File: src/logic/led_panel_regs_pkg.sv
package led_panel_regs_pkg;

    // pixel window ends at 4096 + 4 * 2047, which needs 14 address bits
    localparam int APB_ADDR_BITS = 14;
    localparam int APB_DATA_BITS = 32;

    // register offsets
    localparam int REG_CTRL   = 0;
    localparam int REG_STATUS = 4;

    // one ram word per 32-bit slot
    localparam int PIXEL_BASE         = 4096;
    localparam int PIXEL_WINDOW_BYTES = 4 * 2048;

    localparam int FRAME_COUNT_BITS = 16;

    typedef enum logic [1:0] {
        sel_ctrl,
        sel_status,
        sel_pixel,
        sel_none
    } reg_sel_t;

endpackage

File: src/logic/led_panel_pkg.sv
package led_panel_pkg;

    // panel geometry, 64 columns by two halves of 16 rows
    localparam int PIXEL_WIDTH      = 64;
    localparam int PIXEL_HALFHEIGHT = 16;
    localparam int BYTES_PER_PIXEL  = 2;
    localparam int PIXEL_BITS       = BYTES_PER_PIXEL * 8;

    localparam int COL_BITS      = $clog2(PIXEL_WIDTH);
    localparam int ROW_BITS      = $clog2(PIXEL_HALFHEIGHT);
    // ram index is {half, row, column}
    localparam int RAM_ADDR_BITS = 1 + ROW_BITS + COL_BITS;

    // five bit planes per colour, plane p lit PLANE_UNIT << p cycles
    localparam int NUM_PLANES   = 5;
    localparam int PLANE_BITS   = $clog2(NUM_PLANES);
    localparam int PLANE_UNIT   = 32;
    localparam int ON_TIME_BITS = $clog2(PLANE_UNIT << (NUM_PLANES - 1));

    // lowest shown bit of each colour field in rgb565
    localparam int RED_LSB   = 11;
    localparam int GREEN_LSB = 6;
    localparam int BLUE_LSB  = 0;

    // fetch sequencer load value and counter width
    localparam int LOAD_CYCLES = 3;
    localparam int LOAD_BITS   = 2;

    typedef enum logic [2:0] {
        scan_idle,
        scan_fetch,
        scan_shift,
        scan_latch,
        scan_display
    } scan_state_t;

endpackage
File: src/logic/apb_panel_regs.sv
`timescale 1ns/1ps

module apb_panel_regs (
    input  logic                                         reset,
    input  logic                                         clk_in,
    input  logic [led_panel_regs_pkg::APB_ADDR_BITS-1:0] paddr,
    input  logic                                         psel,
    input  logic                                         penable,
    input  logic                                         pwrite,
    input  logic [led_panel_regs_pkg::APB_DATA_BITS-1:0] pwdata,
    output logic [led_panel_regs_pkg::APB_DATA_BITS-1:0] prdata,
    output logic                                         pready,
    output logic                                         pslverr,
    output logic                                         enable,
    input  logic                                         frame_done,
    output logic                                         wr_en,
    output logic [led_panel_pkg::RAM_ADDR_BITS-1:0]      wr_addr,
    output logic [led_panel_pkg::PIXEL_BITS-1:0]         wr_data
);

    localparam int AW = led_panel_regs_pkg::APB_ADDR_BITS;

    led_panel_regs_pkg::reg_sel_t                        reg_sel;
    logic                                                access;
    logic                                                in_window;
    logic [AW-1:0]                                       pixel_offset;
    logic [led_panel_regs_pkg::FRAME_COUNT_BITS-1:0]     frame_count;

    // byte offset into the pixel window, word aligned slots
    assign pixel_offset = paddr - AW'(led_panel_regs_pkg::PIXEL_BASE);
    assign in_window    = (paddr >= AW'(led_panel_regs_pkg::PIXEL_BASE)) &&
                          (pixel_offset < AW'(led_panel_regs_pkg::PIXEL_WINDOW_BYTES));

    always_comb begin
        if (paddr == AW'(led_panel_regs_pkg::REG_CTRL)) begin
            reg_sel = led_panel_regs_pkg::sel_ctrl;
        end else if (paddr == AW'(led_panel_regs_pkg::REG_STATUS)) begin
            reg_sel = led_panel_regs_pkg::sel_status;
        end else if (in_window && paddr[1:0] == 2'b00) begin
            reg_sel = led_panel_regs_pkg::sel_pixel;
        end else begin
            reg_sel = led_panel_regs_pkg::sel_none;
        end
    end

    // zero wait states, access phase is psel with penable
    assign access = psel && penable;
    assign pready = 1'b1;

    // status is read only, pixel window is write only
    always_comb begin
        pslverr = 1'b0;
        if (access) begin
            case (reg_sel)
                led_panel_regs_pkg::sel_status: pslverr = pwrite;
                led_panel_regs_pkg::sel_pixel:  pslverr = !pwrite;
                led_panel_regs_pkg::sel_none:   pslverr = 1'b1;
                default:                        pslverr = 1'b0;
            endcase
        end
    end

    always_comb begin
        prdata = '0;
        case (reg_sel)
            led_panel_regs_pkg::sel_ctrl:   prdata[0] = enable;
            led_panel_regs_pkg::sel_status: prdata[15:0] = frame_count;
            default:                        prdata = '0;
        endcase
    end

    always_ff @(posedge clk_in) begin
        if (reset) begin
            enable      <= 1'b0;
            frame_count <= '0;
            wr_en       <= 1'b0;
        end else begin
            wr_en <= access && pwrite && (reg_sel == led_panel_regs_pkg::sel_pixel);
            if (access && pwrite && reg_sel == led_panel_regs_pkg::sel_ctrl) begin
                enable <= pwdata[0];
            end
            // wraps after 65535 frames
            if (frame_done) begin
                frame_count <= frame_count + 1'b1;
            end
        end
    end

    // ram write lands one cycle after the access phase
    always_ff @(posedge clk_in) begin
        wr_addr <= pixel_offset[led_panel_pkg::RAM_ADDR_BITS+1:2];
        wr_data <= pwdata[led_panel_pkg::PIXEL_BITS-1:0];
    end

    a_penable_in_psel : assert property (
        @(posedge clk_in) disable iff (reset) penable |-> psel
    );

endmodule

File: config.mk
export PLATFORM = sky130hd
export DESIGN_NAME = apb_panel_regs
export DESIGN_NICKNAME = d
export VERILOG_FILES = /design/src/logic/led_panel_regs_pkg.sv /design/src/logic/led_panel_pkg.sv /design/src/logic/apb_panel_regs.sv
export SDC_FILE = /design/constraint.sdc
export NUM_CORES = 1
export LEC_CHECK = 0
export BUFFER_PORTS_ARGS = -buffer_cell sky130_fd_sc_hd__buf_4
export CORE_ASPECT_RATIO = 0.9
export CORE_MARGIN = 2
export CORE_UTILIZATION = 44
export DETAILED_ROUTE_END_ITERATION = 7
export PLACE_DENSITY = 0.84
export SKIP_LAST_GASP = 1
export SLEW_MARGIN = 40
export SYNTH_ARGS = -nofsm -noshare
export SYNTH_HDL_FRONTEND = slang
export SYNTH_SLANG_ARGS = --single-unit
export TNS_END_PERCENT = 1
File: constraint.sdc
create_clock -name clk_in -period 4.25 [get_ports clk_in]
set_input_delay 0.85 -clock clk_in [delete_from_list [all_inputs] [get_ports clk_in]]
set_output_delay 0.85 -clock clk_in [all_outputs]
set_load 0.1 [all_outputs]
==> key figures <==
Drt
  – Antenna-violating nets left: 0
  – Iteration-0 DRC Markers: 44
  – Drt total wl: approximately 3.4 mm
  – Routed vias: around 1400
  – Drt via density: 4.647
  – DR WL/cell: 11.67 um
  – Iteration count of the initial detailed-routing pass: 4
  – Residual DRC: 0

Clocking
  – Clk root buf: clkbuf_8
  – Clock Sinks: 45
  – Post-cts sizing count: 0
  – Clock Pin Slew Worst Setup and Hold Paths: around 0.09 ns
  – Skew-Pair Late Insertion Delay: just under 0.3 ns
  – Total number of H-tree levels: 2
  – CTS max path bufs: 2
  – Hold-fix buffers at CTS: 0
  – Num CTS Buffers: 5
  – CTS tree: built
  – Setup bufs post-CTS: 0

Die
  – DIE AREA: roughly 0.0043 mm2
  – Io pins: roughly 120
  – Core area: around 0.0037 mm2
  – Die Height: about 63 um
  – Initial core utilization: 0.4546
  – # rows: 21
  – Horiz. Die Dim: around 69 um

GRT
  – Largest net degree at the start of global routing: 20
  – Met3 Usage GRT: 0.05323
  – Vias in the first global route: approximately 1300
  – Initial antenna violation count: 0
  – Met1 Use GR: 0.1695
  – Global-route wire length before repair: between 5 and 6 mm
  – Overflow after GRT: 0
  – Global Route met2 Usage: 0.2909
  – Tot GR Track Use: 0.1596
  – Busiest layer in global routing: met2

Logic synthesis
  – Synth Register Bits: between 40 and 50
  – Number of flops mapped to enable cells by yosys: 0
  – Syn Area/Cell: a little over 10 um2
  – Area share of fa/ha/maj cells after synthesis: 0.01486
  – Yosys Warn Count: 0
  – Sequential-to-total area share from yosys stat: 0.5349
  – Synth unique cells: 33
  – XOR/XNOR Fraction of Synth Area: 0.05721
  – Largest cells by area after synthesis: dfxtp_1 53%, buf_4 8.0%, and2_1 5.2%, xnor2_1 3.6%, nor2_1 3.6%
  – Synth Cell Area: ~0.0017 mm2
  – Fraction of registers with async set or reset after synthesis: 0
  – Area leader, netlist: dfxtp_1
  – Synth Area in Compound Gates: 0.02897
  – Largest family of logic cells by synthesized area: simple AND/OR/NAND/NOR gates
  – Simple-Gate Fraction of Synth Area: 0.2355
  – Synth Instances: between 150 and 200
  – Leading register cell type out of synthesis: dfxtp_1
  – Mux cell area share after synthesis: 0.01857
  – Top cell type's share of synthesized area: 0.5349

Worst setup path
  – Worst-path cell chain: buf_4, inv_1, ha_1, nor3b_1, and4_1, mux2i_1, nor2_1, buf_4
  – Setup crit end kind: output pin
  – R2R cell count: 5
  – Critical Path Stages: 8
  – Top delay family on crit path: simple AND/OR/NAND/NOR gates
  – Setup CP Type: in -> out
  – FF-to-FF setup slack: roughly 2.6 ns
  – Worst endpoint data arrival time: 2.51 ns
  – Max FO, Critical Path: 18
  – Crit path launch type: primary input
  – Worst path required time: 3.40 ns
  – Crit path buf inv count: 3
  – Most frequent CP cell: buf_4
  – Max incr delay on CP: just under 0.6 ns
  – Crit-path slowest cell: and4_1

Run status
  – Status: complete, no violations

STA
  – Final setup viols: 0
  – Slew headroom: 0.6445
  – Final WS setup: approximately 0.89 ns
  – Setup Skew: around 0.0066 ns
  – WHS: approximately 0.5 ns
  – Setup TNS: 0 ns
  – F_max: approximately 300 MHz
  – Slew @ Worst Pin: around 0.53 ns
  – RSZ-0062 raised after global routing: false
  – Fin crit share: 0.7901
  – Final Critical Period: 3.358 ns
  – Hold Violations, Final: 0
  – Final slew viol count: 0

Flow run
  – Max Cap Viol: 0

Pwr
  – Switching power: between 0.3 and 0.4 mW
  – Sw frac: 0.3539
  – P_leak: between 1 and 1.5 nW
  – Total power: between 0.9 and 1 mW
  – Clock power frac: 0.288
  – Combinational Power Share: 0.244
  – Sequential share of power: 0.468
  – Pwr Density: about 400 mW/mm2
  – Peak VDD IR: roughly 0.35 mV
  – Internal power: between 0.6 and 0.7 mW

Finish
  – Layout fillers: 331
  – Final #Nets: around 300
  – Layout cells sized above 1: 0.3815
  – Finished Cell Area: roughly 0.0023 mm2
  – Synth-to-layout area growth: 39.15%
  – Multi-input combinational cell area: 661.9 um2
  – FF/Latch Area: roughly 900 um2
  – N_diodes: 0
  – Non-Filler Instances: 295
  – Util after Layout: 0.6326

Worst hold path
  – Worst Hold Path Cells: 2
  – Worst hold path class: reg -> reg

Placement
  – I/O Buffers: a little over 80
  – DP HPWL: between 2 and 3 mm
  – Placed cells: roughly 290
  – Placed Area: 0.002247 mm2
  – Placer Congestion: 0.7626
  – DP Worst Slack: between 0.8 and 0.9 ns
cell usage in the layout (no fill, tap or decap):
cell type	n
nand2_1	4
nor2b_1	1
and4_4	1
o41ai_1	1
or3_1	3
buf_4	81
and4_1	2
inv_1	5
clkinv_4	1
nand3_1	8
clkbuf_8	6
conb_1	17
nand4_4	1
mux2_2	1
and3_2	1
and2_1	14
a21oi_1	4
nor4_1	3
dfxtp_1	45
ha_1	2
nor3_1	3
o21ai_0	3
nand2_2	1
nor3b_1	3
xor2_1	4
nand4_1	3
o21ai_1	1
mux2i_1	2
clkinv_2	1
nor2_1	16
and3_1	2
or4b_1	1
xnor2_1	7
and2_2	1
area by class of cell:
| class | count | area share |
|---|---|---|
| well taps | 46 | 0.02456 |
| clock inverters | 2 | 0.005873 |
| multi-input cells | 110 | 0.2824 |
| clock buffers | 6 | 0.03524 |
| flip-flops and latches | 45 | 0.3844 |
| inverters | 5 | 0.008009 |
| repair buffers | 81 | 0.2595 |
cells by family after synthesis:
| kind of cell | after synthesis |
|---|---|
| XOR/XNOR | 11 |
| AND/OR/NAND/NOR | 68 |
| AO/OA/AOI/OAI | 9 |
| adder cells (fa/ha/maj) | 2 |
| buffers and inverters | 27 |
| other | 2 |
| multiplexers | 3 |
| flip-flops | 45 |
worst min-delay path: stages (launching register included):
cell	delay (ns)
dfxtp_1	0.32
o21ai_0	0.07
a21oi_1	0.06
flip-flops by register name, summed over array words and instances (netlist names):
| name | cells |
|---|---|
| wr_addr | 11 |
| wr_en | 1 |
| frame_count | 16 |
| wr_data | 16 |
| enable | 1 |
power groups by stage:
stage / sequential [mW] / combinational [mW] / clock, mW
finish: 0.443 / 0.231 / 0.273
global route: 0.445 / 0.237 / 0.301
CTS: 0.443 / 0.231 / 0.280
detailed placement: 0.453 / 0.231 / 0
global placement: 0.452 / 0.230 / 0
floorplan: 0.552 / 0.0924 / 0
Yosys cell counts, types with 2 or more instances:
master	instances
a21oi_1	4
nor2_1	16
and3_1	2
nor3b_1	3
dfxtp_1	45
o21ai_0	4
nand2_1	4
xor2_1	4
and4_1	2
nor4_1	3
xnor2_1	7
conb_1	2
inv_1	5
nor3_1	3
and2_1	14
mux2i_1	2
nand3_1	8
ha_1	2
clkbuf_1	2
nand4_1	3
or3_1	3
buf_4	18
final timing paths:
check	from	to
hold / removal	frame_count[15]	frame_count[15]
setup / recovery	paddr[12]	pslverr
hold reg to reg	frame_count[15]	frame_count[15]
setup reg to reg	frame_count[0]	frame_count[12]
per-layer routing:
layer / vias up / routed length, um
met5: - / 0
met4: 0 / 11
met3: 4 / 237
met2: 51 / 1752
met1: 637 / 1442
li1: 679 / -
Power figures use the tool's default switching activity.
