File: config.mk
export PLATFORM = sky130hd
export DESIGN_NAME = framebuffer_fetch_flat
export DESIGN_NICKNAME = d
export VERILOG_FILES = /design/src/logic/led_panel_pkg.sv /design/src/logic/pixel_fetch_if.sv /design/src/logic/framebuffer_fetch.sv /design/src/logic/timeout.sv /design/src/flat_wrapper.sv
export SDC_FILE = /design/constraint.sdc
export NUM_CORES = 1
export LEC_CHECK = 0
export BUFFER_PORTS_ARGS = -buffer_cell sky130_fd_sc_hd__buf_2
export CAP_MARGIN = 20
export CELL_PAD_IN_SITES_DETAIL_PLACEMENT = 0
export CELL_PAD_IN_SITES_GLOBAL_PLACEMENT = 1
export CORE_ASPECT_RATIO = 1.4
export CORE_MARGIN = 8
export CORE_UTILIZATION = 34
export DETAILED_ROUTE_END_ITERATION = 7
export PLACE_DENSITY_LB_ADDON = 0.2
export SLEW_MARGIN = 10
export SYNTH_ARGS = -nofsm -noshare
export SYNTH_HDL_FRONTEND = slang
export SYNTH_SLANG_ARGS = --single-unit
File: constraint.sdc
create_clock -name clk_in -period 3.8 [get_ports clk_in]
set_input_delay 0.57 -clock clk_in [delete_from_list [all_inputs] [get_ports clk_in]]
set_output_delay 0.57 -clock clk_in [all_outputs]
set_load 0.01 [all_outputs]
File: src/logic/led_panel_pkg.sv
package led_panel_pkg;

    // panel geometry, 64 columns by two halves of 16 rows
    localparam int PIXEL_WIDTH      = 64;
    localparam int PIXEL_HALFHEIGHT = 16;
    localparam int BYTES_PER_PIXEL  = 2;
    localparam int PIXEL_BITS       = BYTES_PER_PIXEL * 8;

    localparam int COL_BITS      = $clog2(PIXEL_WIDTH);
    localparam int ROW_BITS      = $clog2(PIXEL_HALFHEIGHT);
    // ram index is {half, row, column}
    localparam int RAM_ADDR_BITS = 1 + ROW_BITS + COL_BITS;

    // five bit planes per colour, plane p lit PLANE_UNIT << p cycles
    localparam int NUM_PLANES   = 5;
    localparam int PLANE_BITS   = $clog2(NUM_PLANES);
    localparam int PLANE_UNIT   = 32;
    localparam int ON_TIME_BITS = $clog2(PLANE_UNIT << (NUM_PLANES - 1));

    // lowest shown bit of each colour field in rgb565
    localparam int RED_LSB   = 11;
    localparam int GREEN_LSB = 6;
    localparam int BLUE_LSB  = 0;

    // fetch sequencer load value and counter width
    localparam int LOAD_CYCLES = 3;
    localparam int LOAD_BITS   = 2;

    typedef enum logic [2:0] {
        scan_idle,
        scan_fetch,
        scan_shift,
        scan_latch,
        scan_display
    } scan_state_t;

endpackage
File: src/logic/pixel_fetch_if.sv
`timescale 1ns/1ps

interface pixel_fetch_if;

    // request side, owned by the scanner
    logic [led_panel_pkg::COL_BITS-1:0]   column_address;
    logic [led_panel_pkg::ROW_BITS-1:0]   row_address;
    logic                                 pixel_load_start;

    // returned pair, valid for one cycle
    logic [led_panel_pkg::PIXEL_BITS-1:0] rgb565_top;
    logic [led_panel_pkg::PIXEL_BITS-1:0] rgb565_bottom;
    logic                                 pixel_valid;

    modport fetcher (
        input  column_address, row_address, pixel_load_start,
        output rgb565_top, rgb565_bottom, pixel_valid
    );

    modport scanner (
        output column_address, row_address, pixel_load_start,
        input  rgb565_top, rgb565_bottom, pixel_valid
    );

endinterface

File: src/logic/framebuffer_fetch.sv
`timescale 1ns/1ps

module framebuffer_fetch (
    input  logic                                    reset,
    input  logic                                    clk_in,
    pixel_fetch_if.fetcher                          pix,
    output logic [led_panel_pkg::RAM_ADDR_BITS-1:0] ram_address,
    output logic                                    ram_clk_enable,
    input  logic [led_panel_pkg::PIXEL_BITS-1:0]    ram_data
);

    logic [led_panel_pkg::LOAD_BITS-1:0] load_counter;
    logic                                load_running;
    logic                                half_address;

    // counts 3, 2, 1 after the start pulse, then rests at 0
    timeout #(
        .COUNTER_WIDTH(led_panel_pkg::LOAD_BITS)
    ) i_load_timeout (
        .reset  (reset),
        .clk_in (clk_in),
        .start  (pix.pixel_load_start),
        .value  (led_panel_pkg::LOAD_BITS'(led_panel_pkg::LOAD_CYCLES)),
        .counter(load_counter),
        .running(load_running)
    );

    // ram only clocks while a fetch is in flight
    assign ram_clk_enable = load_running;

    // bottom half (half 0) addressed at count 3, top half from count 2 on
    assign half_address = (load_counter != 2'd3);

    // panel is mirrored, screen column c lives at stored column 63 - c
    assign ram_address = {half_address, pix.row_address, ~pix.column_address};

    // read data lags the address by one cycle
    // count 2 sees the bottom word, count 1 sees the top word
    always_ff @(posedge clk_in) begin
        if (load_counter == 2'd2) begin
            pix.rgb565_bottom <= ram_data;
        end
        if (load_counter == 2'd1) begin
            pix.rgb565_top <= ram_data;
        end
    end

    // valid lands on count 0, four cycles after start
    always_ff @(posedge clk_in) begin
        if (reset) begin
            pix.pixel_valid <= 1'b0;
        end else begin
            pix.pixel_valid <= (load_counter == 2'd1);
        end
    end

    // one fetch at a time, so never back to back
    a_valid_single : assert property (
        @(posedge clk_in) disable iff (reset) pix.pixel_valid |=> !pix.pixel_valid
    );

endmodule

File: src/logic/timeout.sv
`timescale 1ns/1ps

module timeout #(
    parameter int COUNTER_WIDTH = 2
) (
    input  logic                     reset,
    input  logic                     clk_in,
    input  logic                     start,
    input  logic [COUNTER_WIDTH-1:0] value,
    output logic [COUNTER_WIDTH-1:0] counter,
    output logic                     running
);

    // load on start, then count down and stop at zero
    always_ff @(posedge clk_in) begin
        if (reset) begin
            counter <= '0;
        end else if (start) begin
            counter <= value;
        end else if (counter != '0) begin
            counter <= counter - 1'b1;
        end
    end

    assign running = (counter != '0);

    // the requester must wait for the previous run to finish
    a_no_restart : assert property (
        @(posedge clk_in) disable iff (reset) start |-> !running
    );

endmodule

File: src/flat_wrapper.sv
// flat-port wrapper written by rule: the top's interface ports become plain ports
module framebuffer_fetch_flat 
  (reset, clk_in, ram_address, ram_clk_enable, ram_data, pix_column_address, pix_row_address, pix_pixel_load_start, pix_rgb565_top, pix_rgb565_bottom, pix_pixel_valid);
  pixel_fetch_if pix_i ();
  input  logic reset;
  input  logic clk_in;
  output logic [led_panel_pkg::RAM_ADDR_BITS-1:0] ram_address;
  output logic ram_clk_enable;
  input  logic [led_panel_pkg::PIXEL_BITS-1:0] ram_data;
  input wire logic [$bits(pix_i.column_address)-1:0] pix_column_address;
  input wire logic [$bits(pix_i.row_address)-1:0] pix_row_address;
  input wire logic [$bits(pix_i.pixel_load_start)-1:0] pix_pixel_load_start;
  output wire logic [$bits(pix_i.rgb565_top)-1:0] pix_rgb565_top;
  output wire logic [$bits(pix_i.rgb565_bottom)-1:0] pix_rgb565_bottom;
  output wire logic [$bits(pix_i.pixel_valid)-1:0] pix_pixel_valid;
  assign pix_i.column_address = pix_column_address;
  assign pix_i.row_address = pix_row_address;
  assign pix_i.pixel_load_start = pix_pixel_load_start;
  assign pix_rgb565_top = pix_i.rgb565_top;
  assign pix_rgb565_bottom = pix_i.rgb565_bottom;
  assign pix_pixel_valid = pix_i.pixel_valid;
  framebuffer_fetch u_core (.reset(reset), .clk_in(clk_in), .pix(pix_i), .ram_address(ram_address), .ram_clk_enable(ram_clk_enable), .ram_data(ram_data));
endmodule
==> impl_metrics.csv <==
group,metric,value,unit
outcome,run_status,"complete, no violations",
route,routed_via_density,4.13,
critical_path,cp-start-kind,"flop",
critical_path,slowest_delay,390,ps
layout,nets,160,
route,wirelength,2370,µm
timing,slew_headroom,50.3,%
floorplanning,dieHeight,86.0,µm
route,vias,694,
timing,worstMarginPinSlew,746,ps
floorplanning,core_area,3380,µm²
timing,final.setup.tns,0,ps
route,wl_per_cell,14.1,µm
cts,cts-root-buf,"clkbuf_8",
floorplanning,start_util,35.2,%
floorplanning,die_w,66.0,µm
critical_path,reg2reg_depth,2,
grt,antenna_found_initial,0,
synthesis,synth_cells,60,
synthesis,yosys_register_bits,35,
layout,synthToLayoutAreaGrowth,35.3,%
power_and_ir_drop,switchingPower,0.176,mW
critical_path,slowest_stage,"dfxtp_1",
power_and_ir_drop,internal_power,0.625,mW
timing,drv_slew,0,
timing,rsz0062_at_grt,"false",
grt,grt_pass1_vias,784,
critical_path,worst-path-max-fanout,4,
power_and_ir_drop,irDropWorstVdd,311,µV
cts,clkLatencyLatePin,270,ps
cts,cts_tree,"yes",
route,drtIter0Drc,0,
cts,numCtsBuffers,5,
synthesis,syn_area,1190,µm²
place,numPortBuffers,65,
power_and_ir_drop,p_sw_share,22.0,%
floorplanning,die_area,5670,µm²
floorplanning,rows,25,
synthesis,synth_commonest_cells,"edfxtp_1 (32), inv_1 (9), buf_4 (5)",
critical_path,crit_path_end_kind,"output port",
synthesis,synth_warnings,0,
cts,cts_buffer_depth,2,
cts,htreeDepth,2,
timing,setup_violations,0,
cts,ctsResizeCount,0,
synthesis,synthDistinctLibCells,11,
power_and_ir_drop,p_clk_share,29.9,%
layout,fillCellCount,321,
critical_path,path_delay_family,"flip-flops",
layout,drive_gt1_share,57.0,%
power_and_ir_drop,pwr-share-comb,11.9,%
power_and_ir_drop,seqPwrFrac,58.2,%
layout,seq_area,1020,µm²
timing,fmax,572,MHz
hold_path,hold_class,"in2reg",
critical_path,worstPathRequired,3230,ps
critical_path,worstPathCellList,"inv_1, ha_1, inv_2, buf_2",
critical_path,worst-setup-path-type,"reg2out",
layout,multi_input_area,92.6,µm²
place,dpl.hpwl,1910,µm
synthesis,synthTopCellsByArea,"edfxtp_1 (81%), dfxtp_1 (5.1%), ha_1 (4.2%)",
hold_path,whs_endpoint,"u_core.i_load_timeout.counter[0]",
layout,n_antenna_cell,0,
place,gp_congestion,0.648,
grt,grt-ovfl-total,0,
cts,clk_pin_slew,60,ps
route,drc,0,
synthesis,async_flop_share,0,%
power_and_ir_drop,total_power,0.802,mW
floorplanning,ios,74,
timing,period_needed,1750,ps
route,drtAntennaViolNets,0,
critical_path,r2r-end,"u_core.pix.rgb565_top[6]",
hold_path,hold_depth,2,
timing,finalClockSkew,2.86,ps
power_and_ir_drop,leakagePower,0.716,nW
synthesis,synth.net_count,93,
cts,cts_setup_buffers,0,
synthesis,avgSynthCellArea,19.8,µm²
critical_path,arrival,1180,ps
cts,hold_buffers,0,
grt,grt_max_degree,18,
route,first_pass_iters,1,
synthesis,synth.top_cell.area_share,80.8,%
synthesis,synth_edf_count,32,
hold_path,hp-start,"reset",
grt,grt_usage,8.65,%
synthesis,synth.largest_area_cell,"edfxtp_1",
cts,cts.sink_count,35,
critical_path,critPathBufInv,3,
power_and_ir_drop,cellPowerDensity,499,nW/µm²
timing,period_share,46.0,%
synthesis,synthFlopType,"edfxtp_1",
critical_path,r2r_setup_slack,2350,ps
synthesis,seq_area_frac_synth,85.9,%
run,drv_cap,0,
synthesis,yosysMostFrequentCell,"edfxtp_1",
timing,hold_viol,0,
grt,grt_pass1_wl,3660,µm
critical_path,r2r_start,"u_core.i_load_timeout.counter[1]",
## power groups by stage
stage                     sequential (mW)  clock (mW)  combinational, mW
after floorplan                     0.489           0             0.0365
after global placement              0.474           0             0.0983
after detailed placement            0.475           0             0.0987
after CTS                           0.467       0.251             0.0988
after global routing                0.469       0.268              0.107
final                               0.467       0.240             0.0954
## flip-flops by register name (all words and copies together), names as in the netlist
name / flops
u_core.i_load_timeout.counter: 2
u_core.pix.pixel_valid: 1
u_core.pix.rgb565_bottom: 16
u_core.pix.rgb565_top: 16
## logic make-up after synthesis
| kind of cell | share of synthesized area [%] |
|---|---|
| DFF | 85.9 |
| buffers and inverters | 6.32 |
| muxes | 0.842 |
| AOI/OAI and AO/OA | 0.842 |
| xor gates and xnor gates | 0.737 |
| adders and majority gates | 4.21 |
| and+or+nand+nor | 1.16 |
## metrics by stage
stage / utilization (%) / worst slack [ps] / area (µm²) / instances / hold slack, ps
after floorplan: - / 2490 / 1190 / 60 / 595
after global placement: 45.2 / 2350 / 1530 / 160 / 653
after detailed placement: 45.2 / 2320 / 1530 / 160 / 650
after CTS: 47.6 / 2030 / 1610 / 168 / 464
after global routing: 47.6 / 1960 / 1610 / 168 / 465
final: 47.6 / 2050 / 1610 / 168 / 473
## worst max path at each step
stage,cells after the start,from,slack (ps),endpoint
final,4,u_core.i_load_timeout.counter[0],2050,ram_clk_enable
after CTS,4,u_core.i_load_timeout.counter[0],2030,ram_clk_enable
after global placement,2,u_core.i_load_timeout.counter[1],2350,u_core.pix.rgb565_top[8]
after detailed placement,2,u_core.i_load_timeout.counter[1],2320,u_core.pix.rgb565_top[11]
after floorplan,3,u_core.i_load_timeout.counter[0],2490,ram_clk_enable
after global routing,4,u_core.i_load_timeout.counter[0],1960,ram_clk_enable
## layout make-up
type                       instances  area share (%)
clock buffer                       7            4.75
clock inverter                     1           0.311
inverter                          10            2.33
multi-input combinational         10            5.76
sequential                        35            63.5
tap                               40            3.11
timing repair buffer              65            20.2
## routing by layer
metal	track usage (%)	vias up	part of all wire [%]
met3	5.48	5	17
li1	-	335	-
met2	15.3	44	51
met5	0	-	0
met1	7.40	310	31
met4	3.51	0	1.5
## placed cells by master, fill, tap and decap left out, drive strengths merged
cell | Yosys | routed
ha | 4 | 4
mux2i | 1 | 1
o21ba | 1 | 1
inv | 10 | 10
edfxtp | 32 | 32
nor2 | 2 | 2
dfxtp | 3 | 3
nor2b | 1 | 1
clkinv | 0 | 1
xnor2 | 1 | 1
buf | 5 | 65
clkbuf | 0 | 7
Note: power is estimated with default switching activity, not from simulation.
