<file path="config.mk">
export PLATFORM = sky130hd
export DESIGN_NAME = panel_scan_flat
export DESIGN_NICKNAME = d
export VERILOG_FILES = /design/src/logic/led_panel_pkg.sv /design/src/logic/pixel_fetch_if.sv /design/src/logic/panel_scan.sv /design/src/flat_wrapper.sv
export SDC_FILE = /design/constraint.sdc
export NUM_CORES = 1
export LEC_CHECK = 0
export ABC_CLOCK_PERIOD_IN_PS = 2400
export BUFFER_PORTS_ARGS = -buffer_cell sky130_fd_sc_hd__buf_4
export CAP_MARGIN = 20
export CORE_MARGIN = 8
export CORE_UTILIZATION = 49
export CTS_CLUSTER_SIZE = 30
export DETAILED_ROUTE_END_ITERATION = 6
export PLACE_DENSITY = 0.82
export SYNTH_ARGS = -nofsm -noshare
export SYNTH_HDL_FRONTEND = slang
export SYNTH_SLANG_ARGS = --single-unit
</file>
<file path="constraint.sdc">
create_clock -name clk_in -period 2.4 [get_ports clk_in]
set_input_delay 0 -clock clk_in [delete_from_list [all_inputs] [get_ports clk_in]]
set_output_delay 0 -clock clk_in [all_outputs]
set_load 0.05 [all_outputs]
</file>
<file path="src/logic/led_panel_pkg.sv">
package led_panel_pkg;

    // panel geometry, 64 columns by two halves of 16 rows
    localparam int PIXEL_WIDTH      = 64;
    localparam int PIXEL_HALFHEIGHT = 16;
    localparam int BYTES_PER_PIXEL  = 2;
    localparam int PIXEL_BITS       = BYTES_PER_PIXEL * 8;

    localparam int COL_BITS      = $clog2(PIXEL_WIDTH);
    localparam int ROW_BITS      = $clog2(PIXEL_HALFHEIGHT);
    // ram index is {half, row, column}
    localparam int RAM_ADDR_BITS = 1 + ROW_BITS + COL_BITS;

    // five bit planes per colour, plane p lit PLANE_UNIT << p cycles
    localparam int NUM_PLANES   = 5;
    localparam int PLANE_BITS   = $clog2(NUM_PLANES);
    localparam int PLANE_UNIT   = 32;
    localparam int ON_TIME_BITS = $clog2(PLANE_UNIT << (NUM_PLANES - 1));

    // lowest shown bit of each colour field in rgb565
    localparam int RED_LSB   = 11;
    localparam int GREEN_LSB = 6;
    localparam int BLUE_LSB  = 0;

    // fetch sequencer load value and counter width
    localparam int LOAD_CYCLES = 3;
    localparam int LOAD_BITS   = 2;

    typedef enum logic [2:0] {
        scan_idle,
        scan_fetch,
        scan_shift,
        scan_latch,
        scan_display
    } scan_state_t;

endpackage
</file>
<file path="src/logic/pixel_fetch_if.sv">
`timescale 1ns/1ps

interface pixel_fetch_if;

    // request side, owned by the scanner
    logic [led_panel_pkg::COL_BITS-1:0]   column_address;
    logic [led_panel_pkg::ROW_BITS-1:0]   row_address;
    logic                                 pixel_load_start;

    // returned pair, valid for one cycle
    logic [led_panel_pkg::PIXEL_BITS-1:0] rgb565_top;
    logic [led_panel_pkg::PIXEL_BITS-1:0] rgb565_bottom;
    logic                                 pixel_valid;

    modport fetcher (
        input  column_address, row_address, pixel_load_start,
        output rgb565_top, rgb565_bottom, pixel_valid
    );

    modport scanner (
        output column_address, row_address, pixel_load_start,
        input  rgb565_top, rgb565_bottom, pixel_valid
    );

endinterface

</file>
<file path="src/logic/panel_scan.sv">
`timescale 1ns/1ps

module panel_scan (
    input  logic                               reset,
    input  logic                               clk_in,
    input  logic                               enable,
    pixel_fetch_if.scanner                     pix,
    output logic                               r1,
    output logic                               g1,
    output logic                               b1,
    output logic                               r2,
    output logic                               g2,
    output logic                               b2,
    output logic [led_panel_pkg::ROW_BITS-1:0] row_select,
    output logic                               panel_clk,
    output logic                               latch,
    output logic                               blank,
    output logic                               frame_done
);

    localparam int R = led_panel_pkg::RED_LSB;
    localparam int G = led_panel_pkg::GREEN_LSB;
    localparam int B = led_panel_pkg::BLUE_LSB;

    led_panel_pkg::scan_state_t                state;
    logic [led_panel_pkg::ROW_BITS-1:0]       row;
    logic [led_panel_pkg::PLANE_BITS-1:0]     plane;
    logic [led_panel_pkg::COL_BITS-1:0]       column;
    logic [led_panel_pkg::ON_TIME_BITS-1:0]   on_time;

    assign pix.column_address = column;
    assign pix.row_address    = row;

    always_ff @(posedge clk_in) begin
        if (reset) begin
            state                <= led_panel_pkg::scan_idle;
            row                  <= '0;
            plane                <= '0;
            column               <= '0;
            on_time              <= '0;
            pix.pixel_load_start <= 1'b0;
            {r1, g1, b1}         <= 3'b000;
            {r2, g2, b2}         <= 3'b000;
            row_select           <= '0;
            panel_clk            <= 1'b0;
            latch                <= 1'b0;
            blank                <= 1'b1;
            frame_done           <= 1'b0;
        end else begin
            // strobes default low
            pix.pixel_load_start <= 1'b0;
            frame_done           <= 1'b0;
            case (state)
                led_panel_pkg::scan_idle: begin
                    if (enable) begin
                        pix.pixel_load_start <= 1'b1;
                        state                <= led_panel_pkg::scan_fetch;
                    end
                end
                led_panel_pkg::scan_fetch: begin
                    // present one bit of the current plane from each half
                    if (pix.pixel_valid) begin
                        r1        <= pix.rgb565_top[R + plane];
                        g1        <= pix.rgb565_top[G + plane];
                        b1        <= pix.rgb565_top[B + plane];
                        r2        <= pix.rgb565_bottom[R + plane];
                        g2        <= pix.rgb565_bottom[G + plane];
                        b2        <= pix.rgb565_bottom[B + plane];
                        panel_clk <= 1'b1;
                        state     <= led_panel_pkg::scan_shift;
                    end
                end
                led_panel_pkg::scan_shift: begin
                    // clock low again while the next column is fetched
                    panel_clk <= 1'b0;
                    column    <= column + 1'b1;
                    if (column == led_panel_pkg::COL_BITS'(led_panel_pkg::PIXEL_WIDTH - 1)) begin
                        latch      <= 1'b1;
                        row_select <= row;
                        state      <= led_panel_pkg::scan_latch;
                    end else begin
                        pix.pixel_load_start <= 1'b1;
                        state                <= led_panel_pkg::scan_fetch;
                    end
                end
                led_panel_pkg::scan_latch: begin
                    // light the row for the binary weight of this plane
                    latch   <= 1'b0;
                    blank   <= 1'b0;
                    on_time <= led_panel_pkg::ON_TIME_BITS'(
                        (led_panel_pkg::PLANE_UNIT << plane) - 1);
                    state   <= led_panel_pkg::scan_display;
                end
                led_panel_pkg::scan_display: begin
                    if (on_time != '0) begin
                        on_time <= on_time - 1'b1;
                    end else begin
                        blank <= 1'b1;
                        // planes step inside rows
                        if (plane == led_panel_pkg::PLANE_BITS'(led_panel_pkg::NUM_PLANES - 1)) begin
                            plane <= '0;
                            row   <= row + 1'b1;
                            if (row == led_panel_pkg::ROW_BITS'(led_panel_pkg::PIXEL_HALFHEIGHT - 1)) begin
                                frame_done <= 1'b1;
                            end
                        end else begin
                            plane <= plane + 1'b1;
                        end
                        // enable is only sampled between planes
                        if (enable) begin
                            pix.pixel_load_start <= 1'b1;
                            state                <= led_panel_pkg::scan_fetch;
                        end else begin
                            state <= led_panel_pkg::scan_idle;
                        end
                    end
                end
                default: state <= led_panel_pkg::scan_idle;
            endcase
        end
    end

    // latching a lit row would flash the half-shifted data
    a_latch_blanked : assert property (
        @(posedge clk_in) disable iff (reset) latch |-> blank
    );

endmodule

</file>
<file path="src/flat_wrapper.sv">
// flat-port wrapper written by rule: the top's interface ports become plain ports
module panel_scan_flat 
  (reset, clk_in, enable, r1, g1, b1, r2, g2, b2, row_select, panel_clk, latch, blank, frame_done, pix_column_address, pix_row_address, pix_pixel_load_start, pix_rgb565_top, pix_rgb565_bottom, pix_pixel_valid);
  pixel_fetch_if pix_i ();
  input  logic reset;
  input  logic clk_in;
  input  logic enable;
  output logic r1;
  output logic g1;
  output logic b1;
  output logic r2;
  output logic g2;
  output logic b2;
  output logic [led_panel_pkg::ROW_BITS-1:0] row_select;
  output logic panel_clk;
  output logic latch;
  output logic blank;
  output logic frame_done;
  output wire logic [$bits(pix_i.column_address)-1:0] pix_column_address;
  output wire logic [$bits(pix_i.row_address)-1:0] pix_row_address;
  output wire logic [$bits(pix_i.pixel_load_start)-1:0] pix_pixel_load_start;
  input wire logic [$bits(pix_i.rgb565_top)-1:0] pix_rgb565_top;
  input wire logic [$bits(pix_i.rgb565_bottom)-1:0] pix_rgb565_bottom;
  input wire logic [$bits(pix_i.pixel_valid)-1:0] pix_pixel_valid;
  assign pix_column_address = pix_i.column_address;
  assign pix_row_address = pix_i.row_address;
  assign pix_pixel_load_start = pix_i.pixel_load_start;
  assign pix_i.rgb565_top = pix_rgb565_top;
  assign pix_i.rgb565_bottom = pix_rgb565_bottom;
  assign pix_i.pixel_valid = pix_pixel_valid;
  panel_scan u_core (.reset(reset), .clk_in(clk_in), .enable(enable), .pix(pix_i), .r1(r1), .g1(g1), .b1(b1), .r2(r2), .g2(g2), .b2(b2), .row_select(row_select), .panel_clk(panel_clk), .latch(latch), .blank(blank), .frame_done(frame_done));
endmodule
</file>
==> flow_metrics.env <==
export IMPL_outcome="completed"
export IMPL_place_area_mm2=0.003136
export IMPL_final_common_cell="buf_4"
export IMPL_syn_inst=268
export IMPL_ys_async_sr_fraction=0
export IMPL_r2r_end="u_core.pix.row_address[3]"
export IMPL_crit_type="flip-flop to flip-flop"
export IMPL_via_per_inst=5.729
export IMPL_io_buffers=60
export IMPL_finalSetupTns_ns=0
export IMPL_drcViolationCount=0
export IMPL_numCtsBuffers=5
export IMPL_drtAntennaViolNets=0
export IMPL_required_ns=2.64
export IMPL_num_rows=26
export IMPL_critical_path_endpoint="u_core.pix.row_address[3]"
export IMPL_finalCritPeriodShare=0.9492
export IMPL_syn_area_per_cell_um2=9.599
export IMPL_synthDistinctLibCells=45
export IMPL_synth_net_count=317
export IMPL_max_slew_margin=0.6363
export IMPL_ys_ff_latch=40
export IMPL_drv_slew=0
export IMPL_synthFlopType="dfxtp_1"
export IMPL_route_vias_total=2303
export IMPL_wire_per_inst_um=15.70
export IMPL_critPathArrivalTime_ns=2.52
export IMPL_startpoint="u_core.on_time[0]"
export IMPL_finalWeightedCongestion=0.8666
export IMPL_grt_pass1_wl_um=10610
export IMPL_hold_class="input pin to flip-flop"
export IMPL_fp_coreArea_mm2=0.005075
export IMPL_hpwl_um=4811
export IMPL_ir_drop_uv=243.8
export IMPL_die_h_um=88.46
export IMPL_antenna_found_initial=0
export IMPL_grt_pass1_vias=2363
export IMPL_mostFrequentLayoutCells="74 x buf_4, 40 x dfxtp_1, 26 x nor2_1"
export IMPL_fill_cells=450
export IMPL_slowest_delay_ns=0.53
export IMPL_fmax_mhz=439.0
export IMPL_drive_gt1_frac=0.3343
export IMPL_p_sw_mw=0.3379
export IMPL_path_cells="inv_1 > ha_1 > or4b_1 > or4_1 > or4_1 > nand2_1"
export IMPL_power_leakage_nw=1.334
export IMPL_skew_ns=0.003078
export IMPL_crit_fanout=6
export IMPL_n_antenna_cell=0
export IMPL_drt_iter0_drc=102
export IMPL_start_util=0.5069
export IMPL_synthesis_area_mm2=0.002572
export IMPL_die_w_um=88.46
export IMPL_grt_max_degree=43
export IMPL_cp_common_cell="or4_1"
export IMPL_clkSlewWorstSetupHoldPaths_ns=0.07
export IMPL_clock_root_buffer="clkbuf_8"
export IMPL_syn_to_final_growth_pct=27.43
export IMPL_dieArea_mm2=0.007824
export IMPL_cts_buffer_depth=2
export IMPL_cts_sinks=40
export IMPL_setup_viol=0
export IMPL_maxCapViolCount=0
export IMPL_routed_wl_um=6310
export IMPL_clockPowerShare=0.417
export IMPL_path_buf_inv=1
export IMPL_regArea_um2=800.8
export IMPL_cts_tree="built"
export IMPL_cp_slowest_cell="or4_1"
export IMPL_cp_num_cells=6
export IMPL_final_area_mm2=0.003278
export IMPL_nets=381
export IMPL_swShare=0.2215
export IMPL_r2r_slack_ns=0.12
export IMPL_grt_usage=0.1676
export IMPL_period_minus_slack_ns=2.278
export IMPL_p_per_area_mw_per_mm2=465.3
export IMPL_seq_power_share=0.450
export IMPL_overflow=0
export IMPL_worst_pin_slew_ns=0.5456
export IMPL_intPower_mw=1.187
export IMPL_r2r_cells=6
export IMPL_cp_start_kind="flip-flop"
export IMPL_power_share_combinational=0.134
export IMPL_post_layout_total_power_mw=1.525
export IMPL_ys_seq_area_frac=0.3113
export IMPL_yosysWarnings=0
export IMPL_clock_latency_ns=0.29
export IMPL_first_pass_iters=4
export IMPL_multi_input_area_mm2=0.001665
export IMPL_pin_count=61
export IMPL_hold_viol=0
export IMPL_h_tree_depth=2
export IMPL_r2r_start="u_core.on_time[0]"
export IMPL_cp_end_kind="flip-flop"
export IMPL_synth_edf_count=0
export IMPL_critical_path_top_delay_family="simple AND/OR/NAND/NOR gates"
export IMPL_rsz0062_at_grt="no"
## state kept, by name, indices dropped and copies added (netlist names)
name and count:
u_core.b1 1, u_core.b2 1, u_core.blank 1, u_core.frame_done 1, u_core.g1 1, u_core.g2 1
u_core.latch 1, u_core.on_time 9, u_core.panel_clk 1, u_core.pix.column_address 6, u_core.pix.pixel_load_start 1, u_core.pix.row_address 4
u_core.plane 3, u_core.r1 1, u_core.r2 1, u_core.row_select 4, u_core.state 3
## worst register-to-register path: cells and delay by family (launching register included)
kind	cells	cell delay (ns)
flops	1	0.36
simple gates	4	1.58
fa+ha+maj	1	0.22
buf+inv	1	0.07
## synth_stat cells (2+ instances only)
cell type	number	share of area
nand4_1	4	0.0097
nor2b_1	3	0.0073
nor4_1	4	0.0097
nor2_1	26	0.038
o21ai_0	7	0.014
or3_1	2	0.0049
dfxtp_1	40	0.31
and4_1	2	0.0068
mux4_2	20	0.18
buf_1	3	0.0044
a32oi_1	2	0.0068
a31o_2	3	0.010
nand3b_1	5	0.015
a311oi_1	5	0.017
nor3_1	8	0.016
ha_1	13	0.063
o21a_1	2	0.0058
buf_2	3	0.0058
mux2i_1	11	0.043
a211oi_1	3	0.0088
nand3_1	9	0.018
a21oi_1	16	0.031
mux2_2	3	0.013
nand2_1	21	0.031
or4_1	2	0.0058
nand2b_1	4	0.0097
xor2_1	7	0.024
inv_1	8	0.012
o2111ai_1	2	0.0068
a31oi_1	2	0.0049
xnor2_1	2	0.0068
clkbuf_1	10	0.015
nor3b_1	4	0.012
## power by group through the flow
stage          Clock [mW]  Sequential, mW  Combinational [mW]
2_1_floorplan           0           0.729              0.0869
3_3_place_gp            0           0.701               0.199
3_5_place_dp            0           0.701               0.202
4_1_cts             0.653           0.686               0.204
5_1_grt             0.678           0.688               0.221
6_report            0.635           0.686               0.204
## cell type report
| class | count | area share |
|---|---|---|
| Clock buffer | 5 | 0.02099 |
| Clock inverter | 2 | 0.01832 |
| Inverter | 8 | 0.009160 |
| Tap cell | 70 | 0.02672 |
| Timing Repair Buffer | 75 | 0.1725 |
| Sequential cell | 40 | 0.2443 |
| Multi-Input combinational cell | 202 | 0.5080 |
## worst min path at each step
stage                                   to             from  slack [ns]  cells past startpoint
4_1_cts                    u_core.state[0]  pix_pixel_valid        0.05                      3
3_3_place_gp   u_core.pix.pixel_load_start           enable        0.30                      3
3_5_place_dp   u_core.pix.pixel_load_start           enable        0.30                      3
5_1_grt                    u_core.state[0]  pix_pixel_valid        0.06                      3
6_report                   u_core.state[0]  pix_pixel_valid        0.05                      3
2_1_floorplan  u_core.pix.pixel_load_start           enable        0.17                      2
## metal layers
metal,share of wire,vias to the layer above,global-route usage
li1,-,1133,-
met1,0.43,1062,0.1973
met2,0.49,95,0.2851
met5,0,-,0
met3,0.059,13,0.03621
met4,0.023,0,0.07373
## metrics by stage
step	hold WS [ns]	instances	util	setup WS, ns
6_report	0.04809	402	0.6460	0.1219
5_1_grt	0.05646	402	0.6460	0.009937
4_1_cts	0.04507	402	0.6452	0.1393
3_5_place_dp	0.2988	394	0.6179	0.1489
3_3_place_gp	0.2986	394	0.6179	0.1653
2_1_floorplan	0.1662	268	-	0.1176
## cell families after synthesis
group                    Yosys count  synth area share
buffers and inverters             26           0.04280
AO/OA/AOI/OAI                     44            0.1109
flip-flops                        40            0.3113
adder cells (fa/ha/maj)           13           0.06323
AND/OR/NAND/NOR                  102            0.2101
multiplexers                      34            0.2310
XOR/XNOR                           9           0.03064
## repair_timing
| item | in CTS | in global routing |
|---|---|---|
| resized for setup | 0 | 1 |
| endpoints found under the setup margin | 0 | 2 |
| buffers inserted | 0 | 0 |
| hold endpoints to repair | 1 | 0 |
| hold buffers | 1 | 0 |
No activity file was read; power rests on OpenSTA's default activity.
